--- src/source/branch_pkg.sv ---
`default_nettype none

package branch_pkg;

  // address and table geometry
  localparam int ADDR_WIDTH     = 16;
  localparam int JUMP_BITS      = 4;
  localparam int BLT_INDEX_BITS = 4;
  localparam int BLT_ENTRIES    = 1 << BLT_INDEX_BITS;
  localparam int BLT_TAG_BITS   = ADDR_WIDTH - BLT_INDEX_BITS;

  typedef logic [ADDR_WIDTH-1:0]     addr_t;
  typedef logic [BLT_INDEX_BITS-1:0] blt_index_t;
  typedef logic [BLT_TAG_BITS-1:0]   blt_tag_t;

  // jump operation codes as decoded in the id stage
  typedef enum logic [JUMP_BITS-1:0] {
    JMP_OP_NOP = 4'h0,
    JMP_OP_J   = 4'h1,
    JMP_OP_JR  = 4'h2,
    JMP_OP_JEQ = 4'h3,
    JMP_OP_JNE = 4'h4,
    JMP_OP_JL  = 4'h5,
    JMP_OP_JLE = 4'h6,
    JMP_OP_JG  = 4'h7,
    JMP_OP_JGE = 4'h8,
    JMP_OP_JZ  = 4'h9,
    JMP_OP_JNZ = 4'ha
  } jop_t;

  typedef struct packed {
    logic zero;
    logic less;
    logic greater;
  } alu_flags_t;

  // branch instruction as seen in execute, with the prediction made at fetch
  typedef struct packed {
    jop_t  jop;
    addr_t pc;
    addr_t reg_address;
    addr_t imm_address;
    logic  pred_taken;
    addr_t pred_address;
  } ex_branch_t;

  // one bit per pipeline register to clear
  typedef struct packed {
    logic pc;
    logic if_id;
    logic id_ex;
    logic ex_mem;
  } flush_t;

  localparam flush_t FLUSH_NONE = 4'b0000;
  localparam flush_t FLUSH_ALL  = 4'b1111;

  typedef struct packed {
    logic     valid;
    blt_tag_t tag;
    addr_t    target;
  } blt_entry_t;

  typedef struct packed {
    addr_t key;
    addr_t val;
    logic  hit;
  } blt_write_t;

  // low address bits select the entry
  function automatic blt_index_t blt_index(input addr_t a);
    return a[BLT_INDEX_BITS-1:0];
  endfunction

  // high address bits are kept as tag
  function automatic blt_tag_t blt_tag(input addr_t a);
    return a[ADDR_WIDTH-1:BLT_INDEX_BITS];
  endfunction

endpackage

`default_nettype wire

--- src/source/blt.sv ---
`timescale 1ns/100ps
`default_nettype none

// direct mapped branch lookup table
// read is combinational on the fetch pc, write lands at the clock edge
module blt
  import branch_pkg::*;
(
  input  wire             clk,
  input  wire             rst_n,

  input  wire blt_write_t wr,
  input  wire             write_en,

  input  wire addr_t      read_key,
  output addr_t           read_val,
  output logic            read_valid
);

  blt_entry_t entries [BLT_ENTRIES];
  blt_entry_t rd_entry;
  blt_index_t wr_index;

  assign wr_index = blt_index(wr.key);

  // reset invalidates every entry
  always_ff @(posedge clk) begin
    if (!rst_n) begin
      for (int i = 0; i < BLT_ENTRIES; i++) begin
        entries[i].valid <= 1'b0;
      end
    end else if (write_en) begin
      // a not-taken resolution drops the entry
      entries[wr_index] <= '{valid: wr.hit, tag: blt_tag(wr.key), target: wr.val};
    end
  end

  // same index read and written in one cycle sees the old entry
  assign rd_entry = entries[blt_index(read_key)];

  always_comb begin
    read_valid = rd_entry.valid && (rd_entry.tag == blt_tag(read_key));
    read_val   = rd_entry.target;
  end

  // a learned branch is visible for its key on the next cycle
  property p_write_visible;
    @(posedge clk) disable iff (!rst_n)
      (write_en && wr.hit)
      |=> entries[blt_index($past(wr.key))] ==
          blt_entry_t'{valid: 1'b1, tag: blt_tag($past(wr.key)), target: $past(wr.val)};
  endproperty

  a_write_visible: assert property (p_write_visible)
    else $error("blt: written entry not readable on the next cycle");

endmodule

`default_nettype wire

--- src/source/branch_unit.sv ---
`timescale 1ns/100ps
`default_nettype none

// resolves the branch in execute against the alu flags
// and the fetch prediction that travelled with it
module branch_unit
  import branch_pkg::*;
(
  // clk and rst_n only feed the assertions
  input  wire             clk,
  input  wire             rst_n,

  input  wire ex_branch_t ex,
  input  wire alu_flags_t flags,

  output flush_t          flush,
  output addr_t           jump_address,

  output blt_write_t      blt_wr,
  output logic            blt_write_en
);

  typedef enum logic [1:0] {
    CLS_NONE,
    CLS_COND,
    CLS_JR
  } branch_class_t;

  branch_class_t br_class;
  logic          cond;
  logic          jr_predicted_ok;
  logic          mispredict;

  // condition decoder gives false for anything not conditional
  always_comb begin
    case (ex.jop)
      JMP_OP_JEQ, JMP_OP_JZ:  cond = flags.zero;
      JMP_OP_JNE, JMP_OP_JNZ: cond = !flags.zero;
      JMP_OP_JL:              cond = flags.less;
      JMP_OP_JLE:             cond = flags.less | flags.zero;
      JMP_OP_JG:              cond = flags.greater;
      JMP_OP_JGE:             cond = flags.greater | flags.zero;
      default:                cond = 1'b0;
    endcase
  end

  // branch class decoder
  always_comb begin
    case (ex.jop)
      JMP_OP_NOP, JMP_OP_J: br_class = CLS_NONE;
      JMP_OP_JR:            br_class = CLS_JR;
      JMP_OP_JEQ, JMP_OP_JNE,
      JMP_OP_JL,  JMP_OP_JLE,
      JMP_OP_JG,  JMP_OP_JGE,
      JMP_OP_JZ,  JMP_OP_JNZ:
                            br_class = CLS_COND;
      default:              br_class = CLS_NONE;
    endcase
  end

  // register jump is only right if fetch guessed the exact target
  assign jr_predicted_ok = ex.pred_taken && (ex.pred_address == ex.reg_address);

  always_comb begin
    case (br_class)
      CLS_COND: mispredict = cond ^ ex.pred_taken;
      CLS_JR:   mispredict = !jr_predicted_ok;
      default:  mispredict = 1'b0;
    endcase
  end

  assign flush = mispredict ? FLUSH_ALL : FLUSH_NONE;

  // corrected fetch address
  always_comb begin
    if (br_class == CLS_JR) begin
      jump_address = ex.reg_address;
    end else if (!cond && ex.pred_taken) begin
      // predicted taken but falls through
      jump_address = ex.pc + 1'b1;
    end else begin
      jump_address = ex.imm_address;
    end
  end

  // train the table on every resolved conditional branch and JR
  assign blt_write_en = (br_class == CLS_COND) || (br_class == CLS_JR);

  always_comb begin
    blt_wr.key = ex.pc;
    blt_wr.val = jump_address;
    blt_wr.hit = cond || (br_class == CLS_JR);
  end

  // the table learned imm_address for this pc, so a correct taken
  // prediction must carry the same target down the pipe
  a_pred_target: assert property (
    @(posedge clk) disable iff (!rst_n)
      (br_class == CLS_COND && ex.pred_taken && cond)
      |-> ex.pred_address == ex.imm_address
  ) else $error("branch_unit: correct prediction with wrong target");

  a_flush_mask: assert property (
    @(posedge clk) disable iff (!rst_n)
      flush == FLUSH_NONE || flush == FLUSH_ALL
  ) else $error("branch_unit: partial flush mask");

endmodule

`default_nettype wire

--- src/source/fetch_pc.sv ---
`timescale 1ns/100ps
`default_nettype none

// fetch program counter
// priority order is redirect, stall, prediction, sequential
module fetch_pc
  import branch_pkg::*;
(
  input  wire        clk,
  input  wire        rst_n,

  input  wire        stall,

  input  wire        redirect,
  input  wire addr_t redirect_address,

  input  wire        take_branch,
  input  wire addr_t branch_predict,

  output addr_t      pc
);

  addr_t pc_next;

  always_comb begin
    if (redirect) begin
      // a mispredict fix goes through even when stalled
      pc_next = redirect_address;
    end else if (stall) begin
      pc_next = pc;
    end else if (take_branch) begin
      pc_next = branch_predict;
    end else begin
      pc_next = pc + 1'b1;
    end
  end

  always_ff @(posedge clk) begin
    if (!rst_n) begin
      pc <= '0;
    end else begin
      pc <= pc_next;
    end
  end

  a_stall_holds: assert property (
    @(posedge clk) disable iff (!rst_n)
      (stall && !redirect) |=> $stable(pc)
  ) else $error("fetch_pc: pc moved during stall");

endmodule

`default_nettype wire

--- src/source/branch_subsys.sv ---
`timescale 1ns/100ps
`default_nettype none

// branch resolution and prediction around the fetch pc
module branch_subsys
  import branch_pkg::*;
(
  input  wire             clk,
  input  wire             rst_n,

  input  wire             stall,
  input  wire alu_flags_t flags,
  input  wire ex_branch_t ex,

  output wire addr_t      pc,
  output wire             take_branch,
  output wire addr_t      branch_predict,

  output wire flush_t     flush,
  output wire addr_t      jump_address
);

  wire blt_write_t blt_wr;
  wire             blt_write_en;

  fetch_pc fetch_pc0 (
    .clk              (clk),
    .rst_n            (rst_n),
    .stall            (stall),
    .redirect         (flush.pc),
    .redirect_address (jump_address),
    .take_branch      (take_branch),
    .branch_predict   (branch_predict),
    .pc               (pc)
  );

  branch_unit branch_unit0 (
    .clk          (clk),
    .rst_n        (rst_n),
    .ex           (ex),
    .flags        (flags),
    .flush        (flush),
    .jump_address (jump_address),
    .blt_wr       (blt_wr),
    .blt_write_en (blt_write_en)
  );

  // prediction lookup on the current fetch pc
  blt blt0 (
    .clk        (clk),
    .rst_n      (rst_n),
    .wr         (blt_wr),
    .write_en   (blt_write_en),
    .read_key   (pc),
    .read_val   (branch_predict),
    .read_valid (take_branch)
  );

endmodule

`default_nettype wire

--- config.mk ---
export PLATFORM = sky130hd
export DESIGN_NAME = branch_subsys
export DESIGN_NICKNAME = d
export VERILOG_FILES = /design/src/source/branch_pkg.sv /design/src/source/blt.sv /design/src/source/branch_unit.sv /design/src/source/fetch_pc.sv /design/src/source/branch_subsys.sv
export SDC_FILE = /design/constraint.sdc
export NUM_CORES = 1
export LEC_CHECK = 0
export BUFFER_PORTS_ARGS = -buffer_cell sky130_fd_sc_hd__buf_4
export CAP_MARGIN = 20
export CORE_MARGIN = 2
export CORE_UTILIZATION = 40
export CTS_BUF_LIST = sky130_fd_sc_hd__clkbuf_8
export CTS_CLUSTER_DIAMETER = 100
export DETAILED_ROUTE_END_ITERATION = 10
export PLACE_DENSITY = 0.67
export RECOVER_POWER = 25
export SETUP_SLACK_MARGIN = 0.4
export SLEW_MARGIN = 20
export SYNTH_ARGS = -nofsm -noshare
export SYNTH_HDL_FRONTEND = slang
export SYNTH_HIERARCHICAL = 1
export SYNTH_SLANG_ARGS = --single-unit
--- constraint.sdc ---
create_clock -name clk -period 4.7 [get_ports clk]
set_input_delay 0.235 -clock clk [delete_from_list [all_inputs] [get_ports clk]]
set_output_delay 0.235 -clock clk [all_outputs]
set_load 0.05 [all_outputs]
==> impl_metrics.json, run 1 <==
{
  "syn_to_final_growth_pct": 15.8,
  "maxCapViolCount": 0,
  "hold_path_end": "fetch_pc0/pc[13]",
  "io_pins": 128,
  "hold_start": "rst_n",
  "pwr-share-comb": 0.154,
  "worstPathCellList": "buf_12 -> buf_4 -> buf_6 -> mux4_2 -> mux4_2 -> buf_4",
  "multi_input_area_um2": 5920,
  "slew_violations": 0,
  "synth_cells": 1168,
  "grt_setup_unrepaired": "no",
  "intPower_uw": 7020,
  "postSynthAreaPerCell_um2": 17.5,
  "period_share": 0.869,
  "fp.dieArea_um2": 53000,
  "p_clk_frac": 0.338,
  "drt_pass1_iterations": 5,
  "tns_ns": 0,
  "port_buffers": 127,
  "required_ns": 4.47,
  "hpwlAfterDp_um": 32300,
  "coreArea_um2": 50400,
  "synth.distinct_cells": 69,
  "grt_pass1_vias": 11800,
  "regToRegSetupSlack_ns": 0.68,
  "fp-row-count": 82,
  "power_frac_seq": 0.508,
  "crit_slowest_cell": "dfxtp_4",
  "worstHoldPathCells": 3,
  "yosysSeqAreaShare": 0.688,
  "drive_gt1_frac": 0.296,
  "grt_usage": 0.196,
  "r2r.worst_path.cells": 13,
  "vias": 11700,
  "antenna_found_initial": 0,
  "die-height_um": 230,
  "cts.sinks": 480,
  "insertedDiodeCount": 0,
  "path_class": "flop to output pin",
  "ys_seq_elements": 480,
  "worstMarginPinSlew_ns": 1.04,
  "setup_viol": 0,
  "wirelength_um": 51900,
  "seq_area_um2": 14100,
  "cts_max_path_buffers": 3,
  "gr-total-overflow": 0,
  "yosysWarnings": 6,
  "postRouteAntennaNets": 0,
  "drt_iter0_drc": 1274,
  "power.share.switching": 0.273,
  "synth_ff_type": "edfxtp_1",
  "reg2reg_to": "fetch_pc0/pc[6]",
  "cts_tree": "built",
  "syn_area_um2": 20500,
  "end_kind": "output pin",
  "total_power_uw": 9650,
  "routedWlPerCell_um": 25.0,
  "status": "finished clean",
  "finClkSkew_ns": 0.0289,
  "drc": 0,
  "synth_fp_nets": 1248,
  "fmax_mhz": 245,
  "numCtsBuffers": 74,
  "place_congestion": 0.839,
  "max-vdd-ir-drop_mv": 0.173,
  "hp-class": "primary input to flop",
  "relSlewSlack": 0.310,
  "fin_nets": 1425,
  "p_per_area_nw_per_um2": 407,
  "grt_pass1_wl_um": 76100,
  "cp-startpoint": "fetch_pc0/pc[0]",
  "vias_per_cell": 5.64,
  "finalHoldViolations": 0,
  "h-tree-depth": 3,
  "power_leakage_uw": 0.00764,
  "worst_setup_path_start_kind": "flop",
  "die_w_um": 230,
  "switchingPower_uw": 2640,
  "path_max_fanout": 46,
  "cp_data_arrival_time_ns": 3.85,
  "synth_edf_count": 448,
  "cts-root-buf": "clkbuf_8",
  "n_fill_cell": 4190,
  "path_clk_slew_ns": 0.06,
  "grt_max_degree": 68,
  "clk_latency_ns": 0.64,
  "finalWorstPathRequiredPeriod_ns": 4.08,
  "reg2reg_from": "fetch_pc0/pc[2]",
  "start_util": 0.406,
  "critical_path.max_stage_delay_ns": 0.62,
  "async_flop_share": 0
}
[critical path, delay by kind of cell, from the launching register on]
| family | cells | cell delay [ns] |
|---|---|---|
| buf+inv | 4 | 1.37 |
| flops | 1 | 0.62 |
| mux | 2 | 1.14 |
[state kept, by name, indices dropped and copies added (netlist names)]
name	cells
blt0/entries	464
fetch_pc0/pc	16
[worst max-delay path by stage]
| stage | end |
|---|---|
| after floorplan | fetch_pc0/pc[12] |
| after global placement | fetch_pc0/pc[12] |
| after detailed placement | fetch_pc0/pc[12] |
| after CTS | branch_predict[11] |
| after global routing | branch_predict[11] |
| final | branch_predict[11] |
[stage by stage]
step | hold WS [ns] | cells | util | instance area [um2] | worst slack, ns
CTS | 0.000734 | 2076 | 0.472 | 23800 | 0.400
detailed placement | 0.462 | 1926 | 0.442 | 22300 | 0.520
floorplan | 0.442 | 1168 | - | 20500 | 0.430
global route | 0.0446 | 2076 | 0.471 | 23700 | 0.419
finish | 0.0602 | 2076 | 0.471 | 23700 | 0.615
global placement | 0.452 | 1926 | 0.442 | 22300 | 0.627
[cells in the final DEF (no fill, tap or decap), drive strengths merged, types with 7 or more instances in the layout]
master and instances:
a21oi 13, a22oi 15, buf 156, clkbuf 101
clkinv 28, dfxtp 32, dlygate4sd3 12, edfxtp 448
inv 42, mux2i 39, mux4 127, nand2 84
nand2b 13, nand3 20, nand4 11, nor2 41
nor3 10, nor4 9, o21ai 57, o22ai 7
o31ai 7, xnor2 32, xor2 17
[cells in the mapped netlist (8+ instances only)]
library cell,instances,area (um2)
inv_1,15,56.3
edfxtp_1,448,13500
xnor2_1,32,280
buf_4,39,293
o21ai_0,55,275
a21oi_1,13,65.1
mux4_2,124,2790
a22oi_1,15,113
xor2_1,17,149
nand2b_1,13,81.3
buf_1,9,33.8
dfxtp_1,32,641
nor3_1,8,40.0
nor2_1,41,154
clkbuf_1,20,75.1
mux2i_1,39,390
buf_2,22,110
nand3_1,19,95.1
nand2_1,84,315
[power by group through the flow]
stage | registers, uW | clock network (uW) | logic (uW)
finish | 4900 | 3270 | 1490
global route | 4910 | 3500 | 1570
CTS | 4900 | 3320 | 1510
detailed placement | 4990 | 0 | 1500
global placement | 4990 | 0 | 1480
floorplan | 4970 | 0 | 1030
[timing repair]
action                                  CTS  global route
endpoints found under the setup margin    1            10
endpoints found under the hold margin   192             0
resized for setup                         0             2
pin swaps                                 1             0
setup buffers                             3             0
hold buffers                             12             0
[routing by layer]
metal  GRT usage  up-vias  part of all wire
met2       0.310      539              0.48
li1            -     5031                 -
met5           0        -                 0
met3      0.0337       74             0.074
met4      0.0724        0             0.023
met1       0.275     6056              0.43
[cell type report]
cell class,instances,area share
sequential,480,0.595
multi-input combinational,581,0.250
timing repair buffer,193,0.0593
clock buffer,76,0.0441
tap,672,0.0355
clock inverter,59,0.0140
inverter,15,0.00238
[kinds of logic (layout without fill, tap and decap cells)]
kind of cell | count (synthesis) | count (layout) | synth area share
AND/OR/NAND/NOR | 221 | 221 | 0.0550
XOR/XNOR | 49 | 49 | 0.0210
adder cells (fa/ha/maj) | 5 | 5 | 0.00306
multiplexers | 169 | 169 | 0.161
flip-flops | 480 | 480 | 0.688
AO/OA/AOI/OAI | 137 | 137 | 0.0430
buffers and inverters | 107 | 343 | 0.0288
(Power assumes the default switching activity.)
==> run 2: changes to the inputs <==
--- a/config.mk
+++ b/config.mk
@@ -12,9 +12,10 @@
 export CTS_BUF_LIST = sky130_fd_sc_hd__clkbuf_8
 export CTS_CLUSTER_DIAMETER = 100
 export DETAILED_ROUTE_END_ITERATION = 10
+export MAX_ROUTING_LAYER = met4
 export PLACE_DENSITY = 0.67
 export RECOVER_POWER = 25
-export SETUP_SLACK_MARGIN = 0.4
+export SETUP_SLACK_MARGIN = 0.5
 export SLEW_MARGIN = 20
 export SYNTH_ARGS = -nofsm -noshare
 export SYNTH_HDL_FRONTEND = slang
==> impl_metrics.json, run 2 (synthesis gave the netlist of run 1 again) <==
{
  "status": "finished clean",
  "io_pins": 128,
  "max-vdd-ir-drop_mv": 0.173,
  "drt_pass1_iterations": 5,
  "layout_commonest_cell": "edfxtp_1",
  "final_cell_area_um2": 23700,
  "p_per_area_nw_per_um2": 406,
  "drc": 0,
  "h-tree-depth": 3,
  "wirelength_um": 52800,
  "hold_start": "ex[39]",
  "path_clk_slew_ns": 0.07,
  "cts-root-buf": "clkbuf_8",
  "finalWorstPathRequiredPeriod_ns": 3.97,
  "routedWlPerCell_um": 25.4,
  "final_cell_mix": "edfxtp_1, buf_4, mux4_2",
  "numCtsBuffers": 74,
  "whs_ns": 0.181,
  "finalHoldViolations": 0,
  "largestRegisters": "blt0/entries: 464 flops, fetch_pc0/pc: 16 flops",
  "fp.dieArea_um2": 53000,
  "relSlewSlack": 0.290,
  "clk_latency_ns": 0.65,
  "hp-class": "primary input to flop",
  "hpwlAfterDp_um": 32700,
  "postRouteAntennaNets": 0,
  "die-height_um": 230,
  "syn_to_final_growth_pct": 16.0,
  "vias_per_cell": 5.67,
  "place_congestion": 0.883,
  "die_w_um": 230,
  "cts_tree": "built",
  "grt_pass1_wl_um": 77600,
  "cp-startpoint": "ex[54]",
  "cts_max_path_buffers": 3,
  "maxCapViolCount": 0,
  "grt_max_degree": 47,
  "top_register": "blt0/entries",
  "vias": 11800,
  "largest_reg_flops": 464,
  "grt_pass1_vias": 12100,
  "cp_data_arrival_time_ns": 3.73,
  "fin_nets": 1432,
  "gr-total-overflow": 0,
  "fp-row-count": 82,
  "worstMarginPinSlew_ns": 1.07,
  "cts.sinks": 480,
  "path_max_fanout": 18,
  "drt_iter0_drc": 1314,
  "power_leakage_uw": 0.00765,
  "setup_viol": 0,
  "period_share": 0.844,
  "drive_gt1_frac": 0.295,
  "coreArea_um2": 50400,
  "fmax_mhz": 252,
  "dpl_cell_area_um2": 22300,
  "required_ns": 4.47,
  "grt_usage": 0.206,
  "finClkSkew_ns": 0.0396,
  "slew_violations": 0,
  "worst_setup_path_start_kind": "primary input",
  "reg2reg_from": "fetch_pc0/pc[2]",
  "antenna_found_initial": 2,
  "end_kind": "output pin",
  "port_buffers": 127,
  "path_class": "primary input to output pin",
  "grt_setup_unrepaired": "no",
  "start_util": 0.406,
  "tns_ns": 0
}
[run 2: path summary, 6_finish.rpt]
path | slack (ns) | to | cells past startpoint
hold reg to reg | 0.47 | blt0/entries[5][28] | 2
setup / recovery | 0.73 | jump_address[7] | 9
hold / removal | 0.18 | blt0/entries[13][6] | 4
setup reg to reg | 0.81 | fetch_pc0/pc[12] | 10
[run 2: critical path: stages]
cell and delay [ns]:
dlygate4sd3_1 0.52, clkbuf_1 0.72, and4_1 0.41, nand4_1 0.28, xnor2_1 0.32, mux2i_1 0.13, o21ai_0 0.16, clkbuf_1 0.63
buf_4 0.33
[run 2: power by group]
group          leakage, uW  total (uW)  switching, uW  internal, uW
registers          0.00427        4890           95.7          4800
clock network     0.000780        3240           1620          1630
logic              0.00260        1510            921           592
total              0.00765        9650           2640          7010
[run 2: metal layers]
layer / up-vias / global-route usage / routed length, um
met3: 108 / 0.0279 / 4230
met2: 569 / 0.324 / 25100
met5: - / - / 0
met1: 6086 / 0.278 / 22000
met4: 0 / 0.0732 / 1460
li1: 5041 / - / -
[run 2: repair_timing]
action | CTS | global route
hold buffers | 14 | 0
pin swaps | 1 | 0
endpoints found under the setup margin | 11 | 7
gates resized for setup | 2 | 1
endpoints found under the hold margin | 198 | 0
buffers inserted | 3 | 0
[run 2: final cells by class]
class | instances | area, um2
Fill cell | 4211 | 26600
Sequential cell | 480 | 14100
Multi-Input combinational cell | 581 | 5900
Timing Repair Buffer | 200 | 1490
Clock buffer | 76 | 1050
Tap cell | 672 | 841
Clock inverter | 56 | 304
Inverter | 15 | 56.3
Antenna cell | 1 | 2.50
[run 2: stage by stage]
| stage | utilization | power [uW] | cells | worst slack [ns] |
|---|---|---|---|---|
| 3_5_place_dp | 0.443 | 6490 | 1931 | 0.560 |
| 6_report | 0.471 | 9650 | 2081 | 0.731 |
| 2_1_floorplan | - | 5990 | 1168 | 0.512 |
| 4_1_cts | 0.474 | 9710 | 2080 | 0.545 |
| 5_1_grt | 0.471 | 9960 | 2081 | 0.516 |
| 3_3_place_gp | 0.443 | 6470 | 1931 | 0.654 |
==> run 3: changes to the inputs <==
==> constraint.sdc (replaced) <==
create_clock -name clk -period 3.75 [get_ports clk]
set_input_delay 0.1875 -clock clk [delete_from_list [all_inputs] [get_ports clk]]
set_output_delay 0.1875 -clock clk [all_outputs]
set_load 0.05 [all_outputs]
==> impl_metrics.json, run 3 (synthesis gave the netlist of run 1 again) <==
{
  "coreArea_um2": 50400,
  "layout_commonest_cell": "edfxtp_1",
  "setup_viol": 0,
  "intPower_uw": 8820,
  "fp.dieArea_um2": 53000,
  "port_buffers": 127,
  "drc": 0,
  "antenna_found_initial": 0,
  "worst_setup_path_start_kind": "flop",
  "cts_max_path_buffers": 3,
  "cts-root-buf": "clkbuf_8",
  "wirelength_um": 54800,
  "hp-class": "primary input to flop",
  "switchingPower_uw": 3350,
  "io_pins": 128,
  "p_clk_frac": 0.322,
  "maxCapViolCount": 0,
  "dpl_cell_area_um2": 22500,
  "r2r.worst_path.cells": 14,
  "end_kind": "output pin",
  "power_frac_seq": 0.501,
  "place_congestion": 0.867,
  "finalHoldViolations": 0,
  "place_ws_ns": -0.0875,
  "fin_nets": 1479,
  "relSlewSlack": 0.250,
  "fin_ws_ns": 0.161,
  "routedWlPerCell_um": 25.8,
  "cts.sinks": 480,
  "final_cell_mix": "edfxtp_1, buf_4, mux4_2",
  "grt_usage": 0.213,
  "grt_pass1_vias": 12200,
  "numCtsBuffers": 75,
  "path_class": "flop to output pin",
  "final_cell_area_um2": 24700,
  "finalWorstPathRequiredPeriod_ns": 3.59,
  "power.share.switching": 0.275,
  "postRouteAntennaNets": 0,
  "worstHoldPathCells": 4,
  "drive_gt1_frac": 0.351,
  "slew_violations": 0,
  "fmax_mhz": 279,
  "grt_max_degree": 66,
  "worstMarginPinSlew_ns": 1.12,
  "start_util": 0.406,
  "finClkSkew_ns": 0.0383,
  "pwr-share-comb": 0.177,
  "path_max_fanout": 4,
  "largestRegisters": "blt0/entries: 464 flops, fetch_pc0/pc: 16 flops",
  "required_ns": 3.56,
  "grt_setup_unrepaired": "yes",
  "path_clk_slew_ns": 0.07,
  "status": "finished clean",
  "cts_tree": "built",
  "p_per_area_nw_per_um2": 493,
  "die-height_um": 230,
  "top_register": "blt0/entries",
  "power_leakage_uw": 0.00808,
  "vias_per_cell": 5.68,
  "fp-row-count": 82,
  "drt_iter0_drc": 1480,
  "syn_to_final_growth_pct": 20.5,
  "drt_pass1_iterations": 6,
  "die_w_um": 230,
  "period_share": 0.957,
  "grt_pass1_wl_um": 80000,
  "cp_data_arrival_time_ns": 3.40,
  "h-tree-depth": 3,
  "largest_reg_flops": 464,
  "vias": 12100,
  "max-vdd-ir-drop_mv": 0.217,
  "clk_latency_ns": 0.65,
  "hpwlAfterDp_um": 32200,
  "gr-total-overflow": 0
}
run 3: power by group through the flow:
| stage | clock network (uW) | logic (uW) | registers (uW) |
|---|---|---|---|
| after global placement | 0 | 1950 | 6210 |
| final | 3920 | 2160 | 6090 |
| after CTS | 3990 | 2110 | 6090 |
| after detailed placement | 0 | 1970 | 6220 |
| after floorplan | 0 | 1310 | 6220 |
| after global routing | 4190 | 2270 | 6100 |
run 3: through the flow:
stage / utilization / TNS (ns) / hold WS, ns / power (uW) / cells
2_1_floorplan: - / -0.257 / 0.442 / 7530 / 1168
4_1_cts: 0.485 / 0 / 0.115 / 12200 / 2112
6_report: 0.490 / 0 / 0.153 / 12200 / 2124
3_5_place_dp: 0.446 / -0.0881 / 0.464 / 8190 / 1935
5_1_grt: 0.490 / 0 / 0.175 / 12600 / 2123
3_3_place_gp: 0.446 / -0.0269 / 0.452 / 8170 / 1935
run 3: layout make-up:
class,instances,area (um2)
fillers,4152,25700
flip-flops and latches,480,14100
multi-input cells,581,6200
repair buffers,246,2150
clock buffers,77,1060
well taps,672,841
clock inverters,52,244
inverters,15,63.8
diodes,1,2.50
run 3: metal layers:
layer,vias up,part of all wire,GRT usage
li1,5128,-,-
met1,6246,0.42,0.290
met2,600,0.47,0.326
met3,89,0.084,0.0383
met4,0,0.025,0.0710
met5,-,0,-
run 3: path summary, 6_finish.rpt:
path                                          start                  end  slack, ns
worst max-delay path                fetch_pc0/pc[2]          take_branch       0.16
worst min-delay path                         ex[45]  blt0/entries[9][12]       0.15
worst max register to register      fetch_pc0/pc[0]      fetch_pc0/pc[6]       0.17
worst min register to register  blt0/entries[8][28]  blt0/entries[8][28]       0.47
run 3: repair_timing:
action | in CTS | in global routing
pin swaps | 14 | 22
endpoints found under the hold margin | 206 | 0
hold buffers | 14 | 0
gates resized for setup | 44 | 41
gates cloned | 4 | 0
setup endpoints to repair | 33 | 33
buffers inserted | 30 | 11
run 3: worst max-delay path, cell delays in order (launching register included):
cell	delay, ns
dfxtp_4	0.36
buf_8	0.13
buf_12	0.13
buf_6	0.11
mux4_2	0.32
xnor2_2	0.21
mux2i_1	0.11
nor4_2	0.28
a31oi_1	0.10
a211o_1	0.33
nor4_4	0.32
buf_4	0.19
buf_8	0.14
